## src/source/card_game_defs.svh

```systemverilog
// ======================================================================
// High/low card game constants
// ======================================================================
`ifndef CARD_GAME_DEFS_SVH
`define CARD_GAME_DEFS_SVH

// datapath widths
`define CARD_W 4
`define AMOUNT_W 7
`define SEG_W 7

// chip accounting
`define CHIPS_START 7'd20
`define AMOUNT_MAX 7'd127

// stake per bet code, code 0 bets nothing
`define STAKE_1 7'd5
`define STAKE_2 7'd10
`define STAKE_3 7'd20

// nonzero start value for the card generator
`define LFSR_SEED 16'hACE1

`endif

```

## src/source/card_game_pkg.sv

```systemverilog
// ======================================================================
// Card game shared types
// ======================================================================
`default_nettype none

`include "card_game_defs.svh"

package card_game_pkg;

	typedef logic [`CARD_W-1:0] card_t;
	typedef logic [`AMOUNT_W-1:0] amount_t;
	typedef logic [1:0] bet_code_t;
	// segments are active low
	typedef logic [`SEG_W-1:0] segments_t;

	typedef enum logic [3:0] {
		ST_IDLE,
		ST_START_RELEASE,
		ST_BET_WAIT,
		ST_BET_RELEASE,
		ST_DEAL_UP,
		ST_DEAL_DOWN,
		ST_GUESS_WAIT,
		ST_GUESS_RELEASE,
		ST_JUDGE,
		ST_AWAIT_RESULT,
		ST_CONT_WAIT,
		ST_CONT_RELEASE,
		ST_SETTLE
	} round_state_t;

endpackage

`default_nettype wire

```

## src/source/card_lfsr.sv

```systemverilog
// ======================================================================
// Card value generator
// ======================================================================
`timescale 1ns/1ns
`default_nettype none

`include "card_game_defs.svh"

module card_lfsr (
	input logic Clock,
	input logic reset,
	output card_game_pkg::card_t random_card
);

	logic [15:0] shift_reg;
	logic feedback;

	// taps 0, 2, 3, 5 fed back into the top bit
	assign feedback = shift_reg[0] ^ shift_reg[2] ^ shift_reg[3] ^ shift_reg[5];

	always_ff @(posedge Clock) begin
		if (reset) begin
			shift_reg <= `LFSR_SEED;
		end else begin
			shift_reg <= {feedback, shift_reg[15:1]};
		end
	end

	// middle bits make the card
	assign random_card = shift_reg[10:7];

endmodule

`default_nettype wire

```

## src/source/round_control.sv

```systemverilog
// ======================================================================
// Round sequencing FSM
// ======================================================================
`timescale 1ns/1ns
`default_nettype none

module round_control (
	input logic Clock,
	input logic reset,
	input logic go,
	input logic load_bet,
	input logic load_guess,
	input logic cont_key,
	input logic keep_going,
	input logic won,
	input logic won_valid,
	output logic load_stake,
	output logic deal_up,
	output logic deal_down,
	output logic latch_guess,
	output logic judge,
	output logic cash_in
);

	card_game_pkg::round_state_t state;
	card_game_pkg::round_state_t next_state;

	always_comb begin
		next_state = state;
		case (state)
			card_game_pkg::ST_IDLE:
				if (go) next_state = card_game_pkg::ST_START_RELEASE;
			card_game_pkg::ST_START_RELEASE:
				if (!go) next_state = card_game_pkg::ST_BET_WAIT;
			card_game_pkg::ST_BET_WAIT:
				if (load_bet) next_state = card_game_pkg::ST_BET_RELEASE;
			card_game_pkg::ST_BET_RELEASE:
				if (!load_bet) next_state = card_game_pkg::ST_DEAL_UP;
			card_game_pkg::ST_DEAL_UP:
				next_state = card_game_pkg::ST_DEAL_DOWN;
			card_game_pkg::ST_DEAL_DOWN:
				next_state = card_game_pkg::ST_GUESS_WAIT;
			card_game_pkg::ST_GUESS_WAIT:
				if (load_guess) next_state = card_game_pkg::ST_GUESS_RELEASE;
			card_game_pkg::ST_GUESS_RELEASE:
				if (!load_guess) next_state = card_game_pkg::ST_JUDGE;
			card_game_pkg::ST_JUDGE:
				next_state = card_game_pkg::ST_AWAIT_RESULT;
			card_game_pkg::ST_AWAIT_RESULT:
				// a loss settles straight away
				if (won_valid) begin
					next_state = won ? card_game_pkg::ST_CONT_WAIT : card_game_pkg::ST_SETTLE;
				end
			card_game_pkg::ST_CONT_WAIT:
				if (cont_key) next_state = card_game_pkg::ST_CONT_RELEASE;
			card_game_pkg::ST_CONT_RELEASE:
				if (!cont_key) begin
					next_state = keep_going ? card_game_pkg::ST_DEAL_UP
						: card_game_pkg::ST_SETTLE;
				end
			card_game_pkg::ST_SETTLE:
				next_state = card_game_pkg::ST_BET_WAIT;
			default:
				next_state = card_game_pkg::ST_IDLE;
		endcase
	end

	always_ff @(posedge Clock) begin
		if (reset) begin
			state <= card_game_pkg::ST_IDLE;
			load_stake <= 1'b0;
			latch_guess <= 1'b0;
		end else begin
			state <= next_state;
			// press edges give one-cycle strobes, the wait state is left at once
			load_stake <= (state == card_game_pkg::ST_BET_WAIT) && load_bet;
			latch_guess <= (state == card_game_pkg::ST_GUESS_WAIT) && load_guess;
		end
	end

	// single-cycle states drive their strobes directly
	assign deal_up = (state == card_game_pkg::ST_DEAL_UP);
	assign deal_down = (state == card_game_pkg::ST_DEAL_DOWN);
	assign judge = (state == card_game_pkg::ST_JUDGE);
	assign cash_in = (state == card_game_pkg::ST_SETTLE);

endmodule

`default_nettype wire

```

## src/source/card_table.sv

```systemverilog
// ======================================================================
// Deal, guess and judgement
// ======================================================================
`timescale 1ns/1ns
`default_nettype none

module card_table (
	input logic Clock,
	input logic reset,
	input logic deal_up,
	input logic deal_down,
	input logic latch_guess,
	input logic judge,
	input logic guess,
	input card_game_pkg::card_t random_card,
	output card_game_pkg::card_t face_up,
	output card_game_pkg::card_t face_down,
	output logic won,
	output logic won_valid
);

	logic guess_high;
	logic is_high;

	// equal counts as high
	assign is_high = (face_down >= face_up);

	always_ff @(posedge Clock) begin
		if (reset) begin
			face_up <= 4'd9;
			face_down <= 4'd0;
			guess_high <= 1'b0;
			won <= 1'b0;
			won_valid <= 1'b0;
		end else begin
			if (deal_up) face_up <= random_card;
			if (deal_down) face_down <= random_card;
			if (latch_guess) guess_high <= guess;
			if (judge) won <= (guess_high == is_high);
			won_valid <= judge;
		end
	end

endmodule

`default_nettype wire

```

## src/source/wager_ledger.sv

```systemverilog
// ======================================================================
// Stake and chip bookkeeping
// ======================================================================
`timescale 1ns/1ns
`default_nettype none

`include "card_game_defs.svh"

module wager_ledger (
	input logic Clock,
	input logic reset,
	input logic load_stake,
	input logic won,
	input logic won_valid,
	input logic cash_in,
	input card_game_pkg::bet_code_t bet_code,
	output card_game_pkg::amount_t stake,
	output card_game_pkg::amount_t chips
);

	card_game_pkg::amount_t bet_cost;
	logic [`AMOUNT_W:0] doubled;
	logic [`AMOUNT_W:0] cashed;

	always_comb begin
		case (bet_code)
			2'd1: bet_cost = `STAKE_1;
			2'd2: bet_cost = `STAKE_2;
			2'd3: bet_cost = `STAKE_3;
			default: bet_cost = '0;
		endcase
	end

	// one extra bit to catch overflow before saturating
	assign doubled = {stake, 1'b0};
	assign cashed = {1'b0, chips} + {1'b0, stake};

	always_ff @(posedge Clock) begin
		if (reset) begin
			stake <= '0;
			chips <= `CHIPS_START;
		end else if (load_stake) begin
			if (bet_cost <= chips) begin
				stake <= bet_cost;
				chips <= chips - bet_cost;
			end else begin
				// can't afford it, bet nothing
				stake <= '0;
			end
		end else if (won_valid) begin
			if (!won) stake <= '0;
			else if (doubled > {1'b0, `AMOUNT_MAX}) stake <= `AMOUNT_MAX;
			else stake <= doubled[`AMOUNT_W-1:0];
		end else if (cash_in) begin
			chips <= (cashed > {1'b0, `AMOUNT_MAX}) ? `AMOUNT_MAX : cashed[`AMOUNT_W-1:0];
			stake <= '0;
		end
	end

endmodule

`default_nettype wire

```

## src/source/seven_seg_display.sv

```systemverilog
// ======================================================================
// Six digit hex display
// ======================================================================
`timescale 1ns/1ns
`default_nettype none

`include "card_game_defs.svh"

module seven_seg_display (
	input logic Clock,
	input logic reset,
	input card_game_pkg::card_t face_up,
	input card_game_pkg::card_t face_down,
	input card_game_pkg::amount_t stake,
	input card_game_pkg::amount_t chips,
	output card_game_pkg::segments_t hex0,
	output card_game_pkg::segments_t hex1,
	output card_game_pkg::segments_t hex2,
	output card_game_pkg::segments_t hex3,
	output card_game_pkg::segments_t hex4,
	output card_game_pkg::segments_t hex5
);

	// active-low segments, bit 6 is g
	function automatic card_game_pkg::segments_t hex_to_seg(input logic [3:0] digit);
		case (digit)
			4'h0: hex_to_seg = 7'b100_0000;
			4'h1: hex_to_seg = 7'b111_1001;
			4'h2: hex_to_seg = 7'b010_0100;
			4'h3: hex_to_seg = 7'b011_0000;
			4'h4: hex_to_seg = 7'b001_1001;
			4'h5: hex_to_seg = 7'b001_0010;
			4'h6: hex_to_seg = 7'b000_0010;
			4'h7: hex_to_seg = 7'b111_1000;
			4'h8: hex_to_seg = 7'b000_0000;
			4'h9: hex_to_seg = 7'b001_1000;
			4'hA: hex_to_seg = 7'b000_1000;
			4'hB: hex_to_seg = 7'b000_0011;
			4'hC: hex_to_seg = 7'b100_0110;
			4'hD: hex_to_seg = 7'b010_0001;
			4'hE: hex_to_seg = 7'b000_0110;
			default: hex_to_seg = 7'b000_1110;
		endcase
	endfunction

	always_ff @(posedge Clock) begin
		if (reset) begin
			hex0 <= '1;
			hex1 <= '1;
			hex2 <= '1;
			hex3 <= '1;
			hex4 <= '1;
			hex5 <= '1;
		end else begin
			hex5 <= hex_to_seg(face_up);
			hex4 <= hex_to_seg(face_down);
			// amounts split into upper 3 and lower 4 bits
			hex3 <= hex_to_seg({1'b0, stake[`AMOUNT_W-1:4]});
			hex2 <= hex_to_seg(stake[3:0]);
			hex1 <= hex_to_seg({1'b0, chips[`AMOUNT_W-1:4]});
			hex0 <= hex_to_seg(chips[3:0]);
		end
	end

endmodule

`default_nettype wire

```

## src/source/card_game_top.sv

```systemverilog
// ======================================================================
// High/low card game top level
// ======================================================================
`timescale 1ns/1ns
`default_nettype none

module card_game_top (
	input logic Clock,
	input logic reset,
	input logic go,
	input logic load_bet,
	input logic load_guess,
	input logic guess,
	input logic cont_key,
	input logic keep_going,
	input card_game_pkg::bet_code_t bet_sw,
	output card_game_pkg::segments_t hex0,
	output card_game_pkg::segments_t hex1,
	output card_game_pkg::segments_t hex2,
	output card_game_pkg::segments_t hex3,
	output card_game_pkg::segments_t hex4,
	output card_game_pkg::segments_t hex5,
	output logic won_led
);

	card_game_pkg::card_t random_card;
	card_game_pkg::card_t face_up;
	card_game_pkg::card_t face_down;
	card_game_pkg::amount_t stake;
	card_game_pkg::amount_t chips;
	logic load_stake;
	logic deal_up;
	logic deal_down;
	logic latch_guess;
	logic judge;
	logic cash_in;
	logic won;
	logic won_valid;

	card_lfsr u_lfsr (
		.Clock(Clock),
		.reset(reset),
		.random_card(random_card)
	);

	round_control u_control (
		.Clock(Clock),
		.reset(reset),
		.go(go),
		.load_bet(load_bet),
		.load_guess(load_guess),
		.cont_key(cont_key),
		.keep_going(keep_going),
		.won(won),
		.won_valid(won_valid),
		.load_stake(load_stake),
		.deal_up(deal_up),
		.deal_down(deal_down),
		.latch_guess(latch_guess),
		.judge(judge),
		.cash_in(cash_in)
	);

	card_table u_table (
		.Clock(Clock),
		.reset(reset),
		.deal_up(deal_up),
		.deal_down(deal_down),
		.latch_guess(latch_guess),
		.judge(judge),
		.guess(guess),
		.random_card(random_card),
		.face_up(face_up),
		.face_down(face_down),
		.won(won),
		.won_valid(won_valid)
	);

	wager_ledger u_ledger (
		.Clock(Clock),
		.reset(reset),
		.load_stake(load_stake),
		.won(won),
		.won_valid(won_valid),
		.cash_in(cash_in),
		.bet_code(bet_sw),
		.stake(stake),
		.chips(chips)
	);

	seven_seg_display u_display (
		.Clock(Clock),
		.reset(reset),
		.face_up(face_up),
		.face_down(face_down),
		.stake(stake),
		.chips(chips),
		.hex0(hex0),
		.hex1(hex1),
		.hex2(hex2),
		.hex3(hex3),
		.hex4(hex4),
		.hex5(hex5)
	);

	// last judgement
	assign won_led = won;

endmodule

`default_nettype wire

```

## config.mk

```make
export PLATFORM = sky130hd
export DESIGN_NAME = card_game_top
export DESIGN_NICKNAME = d
export VERILOG_FILES = /design/src/source/card_game_pkg.sv /design/src/source/card_lfsr.sv /design/src/source/round_control.sv /design/src/source/card_table.sv /design/src/source/wager_ledger.sv /design/src/source/seven_seg_display.sv /design/src/source/card_game_top.sv
export VERILOG_INCLUDE_DIRS = /design/src /design/src/source
export SDC_FILE = /design/constraint.sdc
export NUM_CORES = 1
export LEC_CHECK = 0
export ABC_AREA = 1
export BUFFER_PORTS_ARGS = -buffer_cell sky130_fd_sc_hd__clkbuf_2
export CAP_MARGIN = 20
export CORE_ASPECT_RATIO = 0.5
export CORE_MARGIN = 2
export CORE_UTILIZATION = 50
export DETAILED_ROUTE_END_ITERATION = 7
export GPL_TIMING_DRIVEN = 1
export PLACE_DENSITY = 0.7
export SETUP_SLACK_MARGIN = 0.1
export SYNTH_ARGS = -nofsm -noshare
export SYNTH_HDL_FRONTEND = slang
export SYNTH_SLANG_ARGS = --single-unit
```

## constraint.sdc

```tcl
create_clock -name Clock -period 2.62 [get_ports Clock]
set_clock_uncertainty 0.2 [all_clocks]
set_input_delay 0.393 -clock Clock [delete_from_list [all_inputs] [get_ports Clock]]
set_output_delay 0.393 -clock Clock [all_outputs]
set_load 0.01 [all_outputs]
```

==> reports/qor.csv <==
metric,value,unit
status,completed,
number of setup buffers added after CTS,0,
Worst-path clk slew,0.06,ns
First-pass DRT Iterations,5,
core area,0.00892,sq mm
RSZ-0062 raised after global routing,no,
CP Capture Type,flop,
Period minus WS final,2.20,ns
crit path launch,u_table.face_up[3],
worst-path cell chain,clkinv_1 -> ha_1 -> a21oi_1 -> nand3_1 -> or2_2 -> nand3_1 -> nand2_1 -> inv_1,
Area Overhead vs Synth,15.0,%
GRT Total Usage,21.5,%
FMAX,0.455,GHz
CTS max path bufs,2,
reg2reg end,u_table.won,
share of the synthesized area in the top cell type,37.8,%
Num CTS Buffers,9,
# IOs,53,
R2R depth,8,
max-slew violation count,0,
"Hold-fix buffers, CTS",0,
met1 GRT Util,27.8,%
vias per cell,5.22,
crit path launch type,flop,
sequential-to-total area share from yosys stat,37.8,%
r2r setup slk,0.42,ns
worst reg2reg startpoint,u_table.face_up[3],
CP max stage cell,dfxtp_1,
DR vias,4227,
CP Capture Point,u_table.won,
vias in the first global route,3829,
Post-layout nets,745,
most frequent cells in the layout,"nand2_1, dfxtp_1, inv_1, nand3_1, nor2_1",
CTS tree,yes,
Buf/Inv on CP,2,
final cell count without fillers,809,
"area leader, netlist",dfxtp_1,
number of flip-flops in the largest register,16,
Setup Crit Path Kind,flop to flop,
worst path required time,2.70,ns
Worst Path Arrival,2.28,ns
yosys warns,0,
fill cell total of the finished layout,830,
share of layout cells above drive strength 1,15.2,%
GPL Wtd Cong,0.892,
Antenna Cells,0,
met2 layer usage reported by global route,36.7,%
drt total wl,10400,um
Worst-Margin Slew,0.552,ns
CP peak stage delay,0.47,ns
crit share post-route,83.9,%
Initial Utilization,52.9,%
met3 GRT Util,4.46,%
Lkg Pwr,2.62,nW
net count after synthesis,691,
final core occ,60.8,%
"Distinct cells, synth",40,
setup TNS,0,ns
Root Buffer Master,clkbuf_16,
Die Height,72.7,um
Finish-stage setup viols,0,
Hold Fails Final Rpt,0,
worst-skew pair later-pin latency,0.34,ns
Hold Crit Class,input port to flop,
synthesis-stage register bit count,89,
DRT antenna net count,0,
initial antenna violation count,0,
"Avg Cell Area, Syn",7.45,sq um
global-route wire length before repair,17700,um
"Top cell by count, worst path",nand3_1,
HPWL after DPL,7650,um
drt initial violations,346,
MaxCap Viol Count,0,
Max-slew headroom,63.0,%
WP depth,8,
Die ar.,0.0103,sq mm
leading post-synthesis cells by cell area,"dfxtp_1, ha_1, nand2_1",
PostCTS Resize Cnt,0,
PD cells,857,mW/mm^2
routed len/inst,12.8,um
Buffers on Ports,52,
hold_ws,0.0761,ns
gr busiest metal,met2,
Crit Path Max Fanout,9,
"most common cell after layout, fill and taps aside",nand2_1,
largest net degree at the start of global routing,30,
Max VDD drop,441,uV
clk sink count,89,
Syn Inst Count,633,
FP Rows,24,
Top delay family on crit path,simple AND/OR/NAND/NOR gates,
Die X,141,um
Synth Cell Area,0.00472,sq mm
DR DRC count,0,
global route overflow,0,
htree depth,3,
Placed Cells,793,
## how the worst min path moves through the flow
stage / from / slack (ns) / end / cells past startpoint
2_1_floorplan: u_lfsr.shift_reg[13] / 0.19 / u_lfsr.shift_reg[12] / 2
3_3_place_gp: u_lfsr.shift_reg[13] / 0.19 / u_lfsr.shift_reg[12] / 2
3_5_place_dp: u_lfsr.shift_reg[14] / 0.19 / u_lfsr.shift_reg[13] / 1
4_1_cts: guess / 0.08 / u_table.guess_high / 3
5_1_grt: guess / 0.09 / u_table.guess_high / 3
6_report: guess / 0.08 / u_table.guess_high / 3
## layer usage
layer	vias up	part of all wire (%)
li1	2193	-
met1	1934	49
met5	-	0
met4	0	1.4
met3	17	3.2
met2	83	46
## report_power, final
group,internal (mW),switching (mW)
Sequential,1.59,0.180
Combinational,0.596,0.977
Clock,0.766,0.534
Total,2.96,1.69
## through the flow
step	total power, mW	setup slack, ns	cell area, sq um
after floorplan	2.92	0.594	4720
after global placement	3.35	0.336	5120
after detailed placement	3.36	0.263	5120
after CTS	4.67	0.432	5420
after global routing	4.99	0.245	5420
final	4.65	0.422	5420
## cell usage after synthesis (all sizes together)
| library cell | n |
|---|---|
| o2111ai | 5 |
| fa | 2 |
| o211ai | 17 |
| o221ai | 1 |
| buf | 3 |
| o311ai | 4 |
| dfxtp | 89 |
| inv | 83 |
| a21o | 1 |
| or2 | 9 |
| clkinv | 1 |
| ha | 46 |
| nand4 | 8 |
| o21bai | 1 |
| xor2 | 3 |
| nand3 | 63 |
| and2 | 1 |
| nor3 | 5 |
| o21ba | 1 |
| o21ai | 37 |
| clkbuf | 15 |
| nor2 | 59 |
| o31ai | 3 |
| a22oi | 1 |
| a31oi | 4 |
| xnor2 | 1 |
| nand3b | 1 |
| a21oi | 31 |
| nand2 | 138 |
## area by class of cell
type | count | area, sq um | share of cell area [%]
clock inverters | 6 | 65.1 | 1.20
clock buffers | 10 | 239 | 4.41
well taps | 117 | 146 | 2.70
flip-flops and latches | 89 | 1780 | 32.9
inverters | 84 | 315 | 5.81
multi-input cells | 442 | 2550 | 47.0
repair buffers | 61 | 328 | 6.05
## worst reg2reg max path: cells and delay by family (launching register included)
family | cells | cell delay (ns)
AO/OA/AOI/OAI | 1 | 0.16
adder cells (fa/ha/maj) | 1 | 0.41
buffers and inverters | 2 | 0.36
flip-flops | 1 | 0.47
AND/OR/NAND/NOR | 4 | 0.55
## cell families after synthesis
family          share of synthesized area, %
buf+inv                                 8.22
flops                                   37.8
simple gates                            26.7
fa+ha+maj                               13.1
compound gates                          13.6
xor+xnor                               0.743
Note: power is estimated with default switching activity, not from simulation.
